File: src/common/sram_soc_settings.svh
`ifndef SRAM_SOC_SETTINGS_SVH
`define SRAM_SOC_SETTINGS_SVH

////////////////////////////////////////////////////////////
// Bus widths
////////////////////////////////////////////////////////////

`define SOC_ADDR_W 32
`define SOC_DATA_W 32
`define SOC_BE_W 4

// SRAM window of one word per index
`define SRAM_BASE 32'h8000_0000
`define SRAM_WORDS 1024
`define SRAM_IDX_W 10

////////////////////////////////////////////////////////////
// Host address remap window
////////////////////////////////////////////////////////////

`define WB_REMAP_LO 32'h3000_0000
`define WB_REMAP_HI 32'h8000_0000
`define WB_REMAP_NIBBLE 4'h8

`endif
File: src/common/sram_soc_pkg.sv
`include "sram_soc_settings.svh"

package sram_soc_pkg;

    ////////////////////////////////////////////////////////////
    // Plain vector types
    ////////////////////////////////////////////////////////////

    typedef logic [`SOC_ADDR_W-1:0] addr_t;
    typedef logic [`SOC_DATA_W-1:0] data_t;
    typedef logic [`SOC_BE_W-1:0]   be_t;

    ////////////////////////////////////////////////////////////
    // OBI bus
    ////////////////////////////////////////////////////////////

    // Requester to responder
    typedef struct packed {
        logic  req;
        logic  we;
        be_t   be;
        addr_t addr;
        data_t wdata;
    } obi_req_t;

    // Responder to requester with rdata valid only alongside rvalid
    typedef struct packed {
        logic  gnt;
        logic  rvalid;
        data_t rdata;
    } obi_rsp_t;

    ////////////////////////////////////////////////////////////
    // Wishbone slave inputs
    ////////////////////////////////////////////////////////////

    typedef struct packed {
        logic  cyc;
        logic  stb;
        logic  we;
        be_t   sel;
        addr_t adr;
        data_t dat;
    } wb_req_t;

    // Bridge FSM states
    typedef enum logic [1:0] {
        IDLE,
        REQUEST,
        WAIT_RSP,
        ACK
    } bridge_state_e;

endpackage

File: src/verilog/obi_priority_mux.sv
`timescale 1ns/10ps

module obi_priority_mux (
    input  logic                   clk_i,
    input  logic                   rst_i,

    // Primary side that always wins
    input  sram_soc_pkg::obi_req_t pri_req_i,
    output sram_soc_pkg::obi_rsp_t pri_rsp_o,

    // Secondary side
    input  sram_soc_pkg::obi_req_t sec_req_i,
    output sram_soc_pkg::obi_rsp_t sec_rsp_o,

    // Shared responder
    output sram_soc_pkg::obi_req_t shr_req_o,
    input  sram_soc_pkg::obi_rsp_t shr_rsp_i
);

    logic pri_sel;
    logic shr_accept;

    // Set when the last accepted transfer came from the primary side
    logic owner_pri_q;

    ////////////////////////////////////////////////////////////
    // Request path
    ////////////////////////////////////////////////////////////

    assign pri_sel = pri_req_i.req;

    // The whole request follows the winner
    assign shr_req_o = pri_sel ? pri_req_i : sec_req_i;

    assign shr_accept = shr_req_o.req && shr_rsp_i.gnt;

    always_ff @(posedge clk_i) begin
        if (rst_i) begin
            owner_pri_q <= 1'b0;
        end else if (shr_accept) begin
            owner_pri_q <= pri_sel;
        end
    end

    ////////////////////////////////////////////////////////////
    // Response path
    ////////////////////////////////////////////////////////////

    always_comb begin
        // gnt only to the side that is selected this cycle
        pri_rsp_o.gnt = pri_sel && shr_rsp_i.gnt;
        sec_rsp_o.gnt = !pri_sel && sec_req_i.req && shr_rsp_i.gnt;

        // rvalid belongs to the transfer accepted one cycle earlier
        pri_rsp_o.rvalid = shr_rsp_i.rvalid && owner_pri_q;
        sec_rsp_o.rvalid = shr_rsp_i.rvalid && !owner_pri_q;

        if (owner_pri_q) begin
            pri_rsp_o.rdata = shr_rsp_i.rdata;
            sec_rsp_o.rdata = '0;
        end else begin
            pri_rsp_o.rdata = '0;
            sec_rsp_o.rdata = shr_rsp_i.rdata;
        end
    end

endmodule

File: config.mk
export PLATFORM = sky130hd
export DESIGN_NAME = obi_priority_mux
export DESIGN_NICKNAME = d
export VERILOG_FILES = /design/src/common/sram_soc_pkg.sv /design/src/verilog/obi_priority_mux.sv
export VERILOG_INCLUDE_DIRS = /design/src /design/src/common
export SDC_FILE = /design/constraint.sdc
export NUM_CORES = 1
export LEC_CHECK = 0
export ABC_AREA = 1
export ABC_CLOCK_PERIOD_IN_PS = 1900
export BUFFER_PORTS_ARGS = -buffer_cell sky130_fd_sc_hd__buf_2
export CAP_MARGIN = 10
export CORE_AREA = 2 2 120 122
export CTS_CLUSTER_DIAMETER = 150
export CTS_CLUSTER_SIZE = 30
export DETAILED_ROUTE_END_ITERATION = 8
export DIE_AREA = 0 0 122 124
export PLACE_DENSITY_LB_ADDON = 0.25
export SLEW_MARGIN = 15
export SYNTH_ARGS = -nofsm -noshare
export SYNTH_HDL_FRONTEND = slang
export SYNTH_SLANG_ARGS = --single-unit
export TNS_END_PERCENT = 30
File: constraint.sdc
create_clock -name clk_i -period 1.9 [get_ports clk_i]
set_clock_uncertainty 0.15 [all_clocks]
set_input_delay 0.38 -clock clk_i [delete_from_list [all_inputs] [get_ports clk_i]]
set_output_delay 0.38 -clock clk_i [all_outputs]
set_load 0.02 [all_outputs]
[After elaboration in Yosys (flattened, before gate mapping)]
Index checks and enable logic that the tools add are counted.
Operators by class
  reduce and logical (&&, ||, !) cells: 8
  mux-type cells: 3
Operators by type and width (count)
  70-bit two-way mux: 1
  32-bit two-way mux: 2
  1-bit logical AND: 6
  1-bit zero test: 2
Word-level totals
  bits of input ports: 176
  output and inout port bits: 138
  flip-flop bits (word level): 1

[Depth between registers and ports, before layout]
  depth in word-level cells: 3
  gate-level depth with buffers: 6
  gate-level depth less buffers: 4

[Worst setup path after synthesis]
Ideal clock, no wire load.
  path type: input -> output
  start point: input port pri_req_i[69] (netlist bit)
  end point: output port sec_rsp_o[33] (netlist bit)
  stages on the path: 3
  arrival time: 1.024 ns
  slack: 0.346 ns
  cell sequence: buf_4 buf_2 nor2_1
RTL lines
  from (decl): line obi_priority_mux.sv:8  | input sram_soc_pkg::obi_req_t pri_req_i,
  to (decl): line obi_priority_mux.sv:13  | output sram_soc_pkg::obi_rsp_t sec_rsp_o,

==> flow_summary.ini <==
[pwr]
leakagePower_nw = 2.60
power_density_nw_per_um2 = 292
vdd_drop_max_mv = 0.109

[flow_run]
maxCapViolCount = 0

[critical_path]
r2r-start = owner_pri_q$_SDFFE_PP0P_
crit_path_cell_trace = buf_2, buf_12, or2_2, buf_2
worstPathArrival_ns = 1.19
end_kind = output pin
path_class = input pin to output pin
worstSetupStartpointType = input pin
cp_max_fo = 46
critPathSlowestCell = or2_2
cp.required_ns = 1.37
reg2reg_slack_ns = 0.78
crit_path_max_incr_delay_ns = 0.30
r2r-end = owner_pri_q$_SDFFE_PP0P_
ff2ff_path_depth = 5
cpMostUsedCell = buf_2

[routing]
drtIter0Drc = 104
wl_um = 8070
drc = 0
first_pass_iters = 4
avgViaCountPerCell = 3.50
wl_met3_um = 838
wl_met1_um = 2980
top_layer = met4
wl_met2_um = 4190
ant_nets = 0
wl_per_cell_um = 9.48
num_vias = 2978

[timing]
slew_headroom_pct = 83.5
fin_crit_ns = 1.72
slew_violations = 0
setup_tns_ns = 0
worst_slew_pin_slew_ns = 0.247
hold_viol = 0
period_share_pct = 90.5
rsz0062_at_grt = false
max_freq_mhz = 582
setup_viol = 0
holdWs_ns = 0.473

[synth]
ys_ff_latch = 1
syn-instance-count = 373
yosysWarnings = 0
postSynthAreaPerCell_um2 = 3.92
synth_fp_nets = 549
syn_area_um2 = 1460
ys_seq_area_share_pct = 1.37
ys_types = 9

[min_path]
min_path_type = input pin to flip-flop
holdPathEnd = owner_pri_q$_SDFFE_PP0P_
hold_depth = 4
hp-start = rst_i

[global_route]
grt_pass1_wl_um = 11200
antenna_found_initial = 0
grt_pass1_vias = 2507
grt_max_degree = 68
gr-usage-all-layers_pct = 8.88
gr-total-overflow = 0

[clock_tree]
post_cts_resized = 0
clk_pin_slew_ns = 0
ctsHoldBuffers = 0
post_cts_buffers = 0
clkLatencyLatePin_ns = 0

[die]
core_area_um2 = 13700
die_area_um2 = 15100
boundaryPins = 314
die_w_um = 122
num_rows = 43
start_util_pct = 10.7
dieHeight_um = 124

[placement]
hpwlAfterDp_um = 7050
globalplace.congestion = 0.833
port_buffers = 313

[final_layout]
register_area_um2 = 21.3
multiInputGateArea_um2 = 1050
top_register = owner_pri_q
layout-drive-gt1-share_pct = 48.1
syn_to_final_growth_pct = 121
largest_reg_flops = 1
nets = 849
fill_cells = 1618
antennaDiodeCount = 0
top_regs = owner_pri_q x1

[outcome]
outcome = finished, final reports clean
## cells in the mapped netlist
| master | instances | area [um^2] |
|---|---|---|
| dfxtp_1 | 1 | 20.0 |
| inv_1 | 69 | 259 |
| buf_4 | 1 | 7.51 |
| inv_4 | 1 | 6.26 |
| buf_6 | 2 | 22.5 |
| nor2_1 | 35 | 131 |
| buf_2 | 19 | 95.1 |
| nand2_1 | 244 | 916 |
| or2_2 | 1 | 6.26 |
## worst max-delay path, delay by kind of cell
family / cells / cell delay [ns]
buf+inv: 3 / 0.48
simple gates: 1 / 0.30
## through the flow
stage,util (%),instances,worst slack [ns],instance area [um^2],power [mW]
6_report,23.6,851,0.180,3230,0.943
5_1_grt,23.6,851,0.108,3230,1.04
4_1_cts,23.6,851,0.186,3230,0.955
3_5_place_dp,23.6,851,0.187,3230,0.953
3_3_place_gp,23.6,851,0.176,3230,0.958
2_1_floorplan,-,373,0.346,1460,0.529
## worst max-delay path by stage
stage | startpoint | end | slack, ns | cells after the start
2_1_floorplan | pri_req_i[69] | sec_rsp_o[33] | 0.35 | 3
4_1_cts | pri_req_i[69] | shr_req_o[69] | 0.19 | 4
5_1_grt | pri_req_i[69] | shr_req_o[53] | 0.11 | 6
3_3_place_gp | pri_req_i[69] | shr_req_o[2] | 0.18 | 6
3_5_place_dp | pri_req_i[69] | shr_req_o[69] | 0.19 | 4
6_report | pri_req_i[69] | shr_req_o[69] | 0.18 | 4
## per-layer routing
metal | GRT usage [%] | up-vias
met5 | 0 | -
met2 | 18.7 | 180
li1 | - | 1626
met4 | 0.575 | 0
met1 | 9.65 | 1166
met3 | 1.14 | 6
## cell type report
| cell class | instances | area share [%] |
|---|---|---|
| inverters | 70 | 8.20 |
| multi-input cells | 280 | 32.6 |
| flip-flops and latches | 1 | 0.658 |
| well taps | 180 | 6.96 |
| repair buffers | 320 | 51.6 |
## where the power goes
part | total [mW] | internal [mW] | switching, mW
combinational | 0.919 | 0.358 | 0.561
clock | 0 | 0 | 0
sequential | 0.0242 | 0.0232 | 0.00105
## cells by family (layout without fill, tap and decap cells)
kind of cell | Yosys count | count (layout) | synth area share (%)
AND/OR/NAND/NOR | 280 | 280 | 72.0
buffers and inverters | 92 | 390 | 26.7
flip-flops | 1 | 1 | 1.37
## cells in the final DEF (no fill, tap or decap)
cell type  instances
nor2_1            35
buf_12             4
nand2_1          244
buf_2            313
dfxtp_2            1
inv_4              1
inv_1             69
buf_4              3
or2_2              1
No activity file was read; power rests on OpenSTA's default activity.
