===== src/common/sram_soc_settings.svh =====
`ifndef SRAM_SOC_SETTINGS_SVH
`define SRAM_SOC_SETTINGS_SVH

////////////////////////////////////////////////////////////
// Bus widths
////////////////////////////////////////////////////////////

`define SOC_ADDR_W 32
`define SOC_DATA_W 32
`define SOC_BE_W 4

// SRAM window of one word per index
`define SRAM_BASE 32'h8000_0000
`define SRAM_WORDS 1024
`define SRAM_IDX_W 10

////////////////////////////////////////////////////////////
// Host address remap window
////////////////////////////////////////////////////////////

`define WB_REMAP_LO 32'h3000_0000
`define WB_REMAP_HI 32'h8000_0000
`define WB_REMAP_NIBBLE 4'h8

`endif

===== src/common/sram_soc_pkg.sv =====
`include "sram_soc_settings.svh"

package sram_soc_pkg;

    ////////////////////////////////////////////////////////////
    // Plain vector types
    ////////////////////////////////////////////////////////////

    typedef logic [`SOC_ADDR_W-1:0] addr_t;
    typedef logic [`SOC_DATA_W-1:0] data_t;
    typedef logic [`SOC_BE_W-1:0]   be_t;

    ////////////////////////////////////////////////////////////
    // OBI bus
    ////////////////////////////////////////////////////////////

    // Requester to responder
    typedef struct packed {
        logic  req;
        logic  we;
        be_t   be;
        addr_t addr;
        data_t wdata;
    } obi_req_t;

    // Responder to requester with rdata valid only alongside rvalid
    typedef struct packed {
        logic  gnt;
        logic  rvalid;
        data_t rdata;
    } obi_rsp_t;

    ////////////////////////////////////////////////////////////
    // Wishbone slave inputs
    ////////////////////////////////////////////////////////////

    typedef struct packed {
        logic  cyc;
        logic  stb;
        logic  we;
        be_t   sel;
        addr_t adr;
        data_t dat;
    } wb_req_t;

    // Bridge FSM states
    typedef enum logic [1:0] {
        IDLE,
        REQUEST,
        WAIT_RSP,
        ACK
    } bridge_state_e;

endpackage


===== src/wb_bridge/wb_obi_bridge.sv =====
`timescale 1ns/10ps

`include "sram_soc_settings.svh"

module wb_obi_bridge (
    input  logic                   clk_i,
    input  logic                   rst_i,
    input  sram_soc_pkg::wb_req_t  wbs_i,
    input  logic                   wb_enable_i,
    input  sram_soc_pkg::obi_rsp_t obi_rsp_i,
    output sram_soc_pkg::obi_req_t obi_req_o,
    output logic                   wbs_ack_o,
    output sram_soc_pkg::data_t    wbs_dat_o
);

    sram_soc_pkg::bridge_state_e state_q;
    sram_soc_pkg::bridge_state_e state_d;

    // Wishbone fields held for the whole OBI transfer
    logic                we_q;
    sram_soc_pkg::be_t   sel_q;
    sram_soc_pkg::addr_t adr_q;
    sram_soc_pkg::data_t dat_q;

    // Read data waiting for the ack pulse
    sram_soc_pkg::data_t rdata_q;

    sram_soc_pkg::addr_t remap_addr;
    logic                wb_start;
    logic                obi_accept;

    assign wb_start   = wbs_i.cyc && wbs_i.stb;
    assign obi_accept = obi_req_o.req && obi_rsp_i.gnt;

    ////////////////////////////////////////////////////////////
    // FSM
    ////////////////////////////////////////////////////////////

    always_comb begin
        state_d = state_q;
        case (state_q)
            sram_soc_pkg::IDLE: begin
                if (wb_start) begin
                    state_d = sram_soc_pkg::REQUEST;
                end
            end
            sram_soc_pkg::REQUEST: begin
                // Stays here with req low while the host path is disabled
                if (obi_accept) begin
                    state_d = sram_soc_pkg::WAIT_RSP;
                end
            end
            sram_soc_pkg::WAIT_RSP: begin
                if (obi_rsp_i.rvalid) begin
                    state_d = sram_soc_pkg::ACK;
                end
            end
            sram_soc_pkg::ACK: begin
                state_d = sram_soc_pkg::IDLE;
            end
            default: begin
                state_d = sram_soc_pkg::IDLE;
            end
        endcase
    end

    always_ff @(posedge clk_i) begin
        if (rst_i) begin
            state_q <= sram_soc_pkg::IDLE;
        end else begin
            state_q <= state_d;
        end
    end

    ////////////////////////////////////////////////////////////
    // Captured request and response
    ////////////////////////////////////////////////////////////

    always_ff @(posedge clk_i) begin
        if (state_q == sram_soc_pkg::IDLE && wb_start) begin
            we_q  <= wbs_i.we;
            sel_q <= wbs_i.sel;
            adr_q <= wbs_i.adr;
            dat_q <= wbs_i.dat;
        end
        if (state_q == sram_soc_pkg::WAIT_RSP && obi_rsp_i.rvalid) begin
            rdata_q <= obi_rsp_i.rdata;
        end
    end

    // 0x3xxx_xxxx to 0x7xxx_xxxx lands in the SRAM window
    always_comb begin
        if (adr_q >= `WB_REMAP_LO && adr_q < `WB_REMAP_HI) begin
            remap_addr = {`WB_REMAP_NIBBLE, adr_q[`SOC_ADDR_W-5:0]};
        end else begin
            remap_addr = adr_q;
        end
    end

    always_comb begin
        obi_req_o.req   = (state_q == sram_soc_pkg::REQUEST) && wb_enable_i;
        obi_req_o.we    = we_q;
        obi_req_o.be    = sel_q;
        obi_req_o.addr  = remap_addr;
        obi_req_o.wdata = dat_q;
    end

    // One-cycle ack with the captured word
    assign wbs_ack_o = (state_q == sram_soc_pkg::ACK);
    assign wbs_dat_o = rdata_q;

endmodule


===== config.mk =====
export PLATFORM = sky130hd
export DESIGN_NAME = wb_obi_bridge
export DESIGN_NICKNAME = d
export VERILOG_FILES = /design/src/common/sram_soc_pkg.sv /design/src/wb_bridge/wb_obi_bridge.sv
export VERILOG_INCLUDE_DIRS = /design/src /design/src/common
export SDC_FILE = /design/constraint.sdc
export NUM_CORES = 1
export LEC_CHECK = 0
export ABC_CLOCK_PERIOD_IN_PS = 2800
export BUFFER_PORTS_ARGS = -buffer_cell sky130_fd_sc_hd__buf_4
export CAP_MARGIN = 20
export CORE_MARGIN = 1
export CORE_UTILIZATION = 38
export CTS_CLUSTER_DIAMETER = 80
export CTS_CLUSTER_SIZE = 20
export DETAILED_ROUTE_END_ITERATION = 8
export GPL_TIMING_DRIVEN = 0
export PLACE_DENSITY = 0.86
export SETUP_SLACK_MARGIN = 0.15
export SYNTH_ARGS = -nofsm -noshare
export SYNTH_HDL_FRONTEND = slang
export SYNTH_SLANG_ARGS = --single-unit
export TNS_END_PERCENT = 100

===== constraint.sdc =====
create_clock -name clk_i -period 2.8 [get_ports clk_i]
set_input_delay 0.14 -clock clk_i [delete_from_list [all_inputs] [get_ports clk_i]]
set_output_delay 0.14 -clock clk_i [all_outputs]
set_load 0.005 [all_outputs]

==> key figures, run 1 <==
Outcome
  • Status: did not finish
  • Stopping stage: clock tree synthesis
  • Run Error: [ERROR RSZ-0060] Max buffer count reached.

Synthesis
  • Post-synth net total: 268
  • Avg Synthesized Cell Area: 22.2 um2
  • Synth warnings: 0
  • Synthesized netlist cell count: 156
  • Synth cell types: 16
  • Post-Syn Area: 3470 um2
  • Synth Register Bits: 103
  • Sequential share of the synthesized area: 88.6%

Floorplanning
  • Die H: 97.6 um
  • Starting Density: 39.6%
  • Die width: 97.6 um
  • Ports: 211
  • Site row count: 34

Place
  • Dpl cell area: 5210 um2
  • Routability cong.: 0.775
  • Port bufs: 210
  • Inst Count DP: 475

Clock network
  • Sink Count: 103
  • Post-CTS Setup Bufs: 0
  • Hold_buf cts: 101
  • PostCTS Resize Cnt: 0
  • Clock Tree Root: clkbuf_8
  • Inserted Clock Buffers: 9
  • CTS max path bufs: 2
  • H-tree depth: 3
synthesized netlist by cell type (all sizes together):
| cell | count | area (um2) |
|---|---|---|
| a211o | 2 | 18.8 |
| a222oi | 1 | 10.0 |
| and2 | 3 | 20.0 |
| and3 | 1 | 6.26 |
| buf | 29 | 218 |
| dfxtp | 2 | 40.0 |
| edfxtp | 101 | 3030 |
| ha | 4 | 50.1 |
| inv | 4 | 15.0 |
| mux2i | 1 | 10.0 |
| nand2 | 2 | 7.51 |
| nand2b | 2 | 12.5 |
| nor2b | 3 | 18.8 |
| o211a | 1 | 10.0 |
stage by stage:
stage	setup WS (ns)	hold slack, ns
3_5_place_dp	0.963	0.319
3_3_place_gp	0.574	0.318
2_1_floorplan	0.896	0.239
logic make-up after synthesis:
group,Yosys count,share of synthesized area [%]
muxes,1,0.289
AOI/OAI and AO/OA,4,1.12
buffers and inverters,33,6.71
DFF,103,88.6
and+or+nand+nor,11,1.88
adders and majority gates,4,1.44
==> run 2: changes to the inputs <==
--- a/config.mk
+++ b/config.mk
@@ -6,17 +6,14 @@
 export SDC_FILE = /design/constraint.sdc
 export NUM_CORES = 1
 export LEC_CHECK = 0
-export ABC_CLOCK_PERIOD_IN_PS = 2800
+export ABC_CLOCK_PERIOD_IN_PS = 3640
 export BUFFER_PORTS_ARGS = -buffer_cell sky130_fd_sc_hd__buf_4
 export CAP_MARGIN = 20
 export CORE_MARGIN = 1
-export CORE_UTILIZATION = 38
-export CTS_CLUSTER_DIAMETER = 80
-export CTS_CLUSTER_SIZE = 20
+export CORE_UTILIZATION = 40
 export DETAILED_ROUTE_END_ITERATION = 8
 export GPL_TIMING_DRIVEN = 0
-export PLACE_DENSITY = 0.86
-export SETUP_SLACK_MARGIN = 0.15
+export PLACE_DENSITY_LB_ADDON = 0.15
 export SYNTH_ARGS = -nofsm -noshare
 export SYNTH_HDL_FRONTEND = slang
 export SYNTH_SLANG_ARGS = --single-unit
==> constraint.sdc (replaced) <==
create_clock -name clk_i -period 3.64 [get_ports clk_i]
set_input_delay 0.182 -clock clk_i [delete_from_list [all_inputs] [get_ports clk_i]]
set_output_delay 0.182 -clock clk_i [all_outputs]
set_load 0.005 [all_outputs]
==> run 2 against run 1 <==
Against the previous run:
- the flow now finishes without violations
- synthesized area stayed put
- synthesized cell count unchanged
==> key figures, run 2 <==
Synthesis
  • Most numerous cell in the Yosys netlist: edfxtp_1 (unchanged)
  • Post-Syn Area: 3470 um2 (unchanged)
  • FFs w/ async S/R, synth: 0% (unchanged)
  • Synthesized netlist cell count: 156 (unchanged)
  • Post-synth net total: 268 (unchanged)
  • Ranking of synthesized cells by area: edfxtp_1 87%, buf_4 6.3%, ha_1 1.4%, dfxtp_1 1.2%, nor2b_1 0.54% (unchanged)
  • Synth Register Bits: 103 (unchanged)
  • Synth warnings: 0 (unchanged)
  • Post-synth top cells: 101 x edfxtp_1, 29 x buf_4, 4 x ha_1, 4 x inv_1, 3 x nor2b_1 (unchanged)
  • Most frequently used flop master after synthesis: edfxtp_1 (unchanged)
  • Sequential share of the synthesized area: 88.6% (unchanged)
  • Synth cell types: 16 (unchanged)
  • Post-synth top area share: 87.4% (unchanged)
  • Avg Synthesized Cell Area: 22.2 um2 (unchanged)
  • Number of synthesized flops with an enable pin: 101 (unchanged)
  • Synth area leader: edfxtp_1 (unchanged)

Setup path
  • Top delay family on crit path: simple AND/OR/NAND/NOR gates
  • WS Path Type: reg -> reg
  • R2R Path Start: state_q[0]$_SDFFE_PP0P_
  • Crit. End Element: register
  • Reg2reg setup slack: 1.78 ns
  • Worst Path Max Fanout: 69
  • Slowest-stage cell, CP: and3_4
  • Arrival time at the worst endpoint: 1.84 ns
  • Required @ worst endpoint: 3.61 ns
  • WP buf/inv: 1
  • Startpoint type of the worst setup path: register
  • Crit path cell chain: inv_1, ha_1, and3_4
  • Slowest stage delay, CP: 0.78 ns
  • Crit path from: state_q[0]$_SDFFE_PP0P_

Route
  • Vias: 2521
  • Final WL: 8.85 mm
  • DR vias/cell: 4.29
  • Drt pass-1 iters: 4
  • Drt wl/cell: 15.0 um
  • Post-route ant nets: 0
  • Starting DRT DRC Count: 38
  • DR DRC count: 0

Floorplanning
  • Die H: 95.1 um (was 97.6 um)
  • Site row count: 33 (was 34)
  • Starting Density: 41.8% (was 39.6%)
  • Core area: 8300 um2
  • Die width: 95.1 um (was 97.6 um)
  • DIE AREA: 9050 um2
  • Ports: 211 (unchanged)

Pwr
  • Peak VDD IR: 0.306 mV
  • Power density over the cells: 432 nW/um2
  • Leakage power figure: 2.71 nW

Clock network
  • CTS max path bufs: 2 (unchanged)
  • CTS tree: done
  • Clock Tree Root: clkbuf_8 (unchanged)
  • Worst skew pair latency: 0.35 ns
  • H-tree depth: 3 (unchanged)
  • Inserted Clock Buffers: 9 (unchanged)
  • Post-CTS Setup Bufs: 0 (unchanged)
  • Sink Count: 103 (unchanged)
  • Reg clk slew, reported paths: 0.09 ns

Outcome
  • Status: completed (was did not finish)

Global route
  • Largest net degree at the start of global routing: 70
  • GRT overflow: 0
  • Initial antenna violation count: 0
  • GRT Total Usage: 18.3%
  • Global-route wire length before repair: 11.9 mm
  • Vias in the first global route: 2573

Place
  • Port bufs: 210 (unchanged)
  • Detailed placement HPWL: 5.60 mm
  • Routability cong.: 0.682 (was 0.775)
  • Post-Place Setup Slack: 1.81 ns (was 0.963 ns)

Flow run
  • Max-Cap Viols: 0

STA
  • Shortest period the worst path allows: 1.86 ns
  • Fin crit share: 51.2%
  • Relative slew slack: 40.7%
  • Setup TNS: 0 ns
  • Final hold viol count: 0
  • Final Setup Violations: 0
  • Worst Skew: 0.00547 ns
  • RSZ-0062 raised after global routing: no
  • Slew Limit Fails: 0
  • Fmax achieved: 536 MHz
  • Final worst slack: 1.78 ns
  • Tightest Pin Transition: 0.889 ns

Cells and area
  • Layout cells sized above 1: 53.0%
  • Final Net Count: 591
  • Commonest non-fill, non-tap cells in the layout: 239 x buf_4, 101 x edfxtp_1, 101 x dlygate4sd3_1
  • # diodes: 0
  • Post-Route Utilization: 76.9%
  • Commonest non-fill, non-tap cell in the layout: buf_4
  • Area grow syn2layout: 84.0%

Hold path
  • Hold path startpoint: rst_i
  • HP Class: in -> reg
-- run 2: routing by layer --
layer  vias up  wire [um]  part of all wire (%)  track usage [%]
li1       1202          -                     -                -
met1      1192       2830                    32             16.9
met2       114       5130                    58             36.1
met3        13        771                   8.7             6.94
met4         0        120                   1.4             5.81
met5         -          0                     0                0
-- run 2: what timing repair did --
action | in CTS | in global routing
hold endpoints to repair | 98 | 3
gates resized for setup | 0 | 0
hold buffers | 98 | 3
-- run 2: cell type report --
| type | instances | area (um2) |
|---|---|---|
| clock inverter | 5 | 35.0 |
| clock buffer | 10 | 128 |
| buffer | 29 | 218 |
| sequential | 103 | 3070 |
| inverter | 4 | 15.0 |
| multi-input combinational | 20 | 169 |
| tap | 105 | 131 |
| timing repair buffer | 312 | 2620 |
| fill | 495 | 1920 |
-- run 2: report_power, final --
part | switching [mW] | internal [mW] | total (mW)
logic | 0.231 | 0.382 | 0.613
registers | 0.0451 | 1.49 | 1.53
clock network | 0.365 | 0.247 | 0.612
total | 0.641 | 2.12 | 2.76
-- run 2: metrics by stage --
stage,power (mW),cells,cell area [um2],hold slack [ns]
finish,2.76,588,6380,0.0851
global route,2.88,588,6380,0.0879
CTS,2.77,585,6350,0.00250
detailed placement,2.08,472,5210,0.361
global placement,2.06,471,5180,0.360
floorplan,1.74,156,3470,0.281
-- run 2: final timing paths --
check,cells after the start,to
worst min register to register,2,state_q[1]$_SDFFE_PP0P_
worst max register to register,3,adr_q[2]$_DFFE_PP_
worst max-delay path,3,adr_q[2]$_DFFE_PP_
worst min-delay path,3,state_q[0]$_SDFFE_PP0P_
-- run 2: worst min-delay path: cells and delay by family --
kind / cells / cell delay (ns)
buf+inv: 2 / 0.12
compound gates: 1 / 0.09
-- run 2: logic make-up (layout without fill, tap and decap cells) --
family	count (synthesis)	after routing	share of synthesized area, %
muxes	1	1	0.289
DFF	103	103	88.6
buffers and inverters	33	360	6.71
and+or+nand+nor	11	11	1.88
AOI/OAI and AO/OA	4	4	1.12
adders and majority gates	4	4	1.44
(Power assumes the default switching activity.)
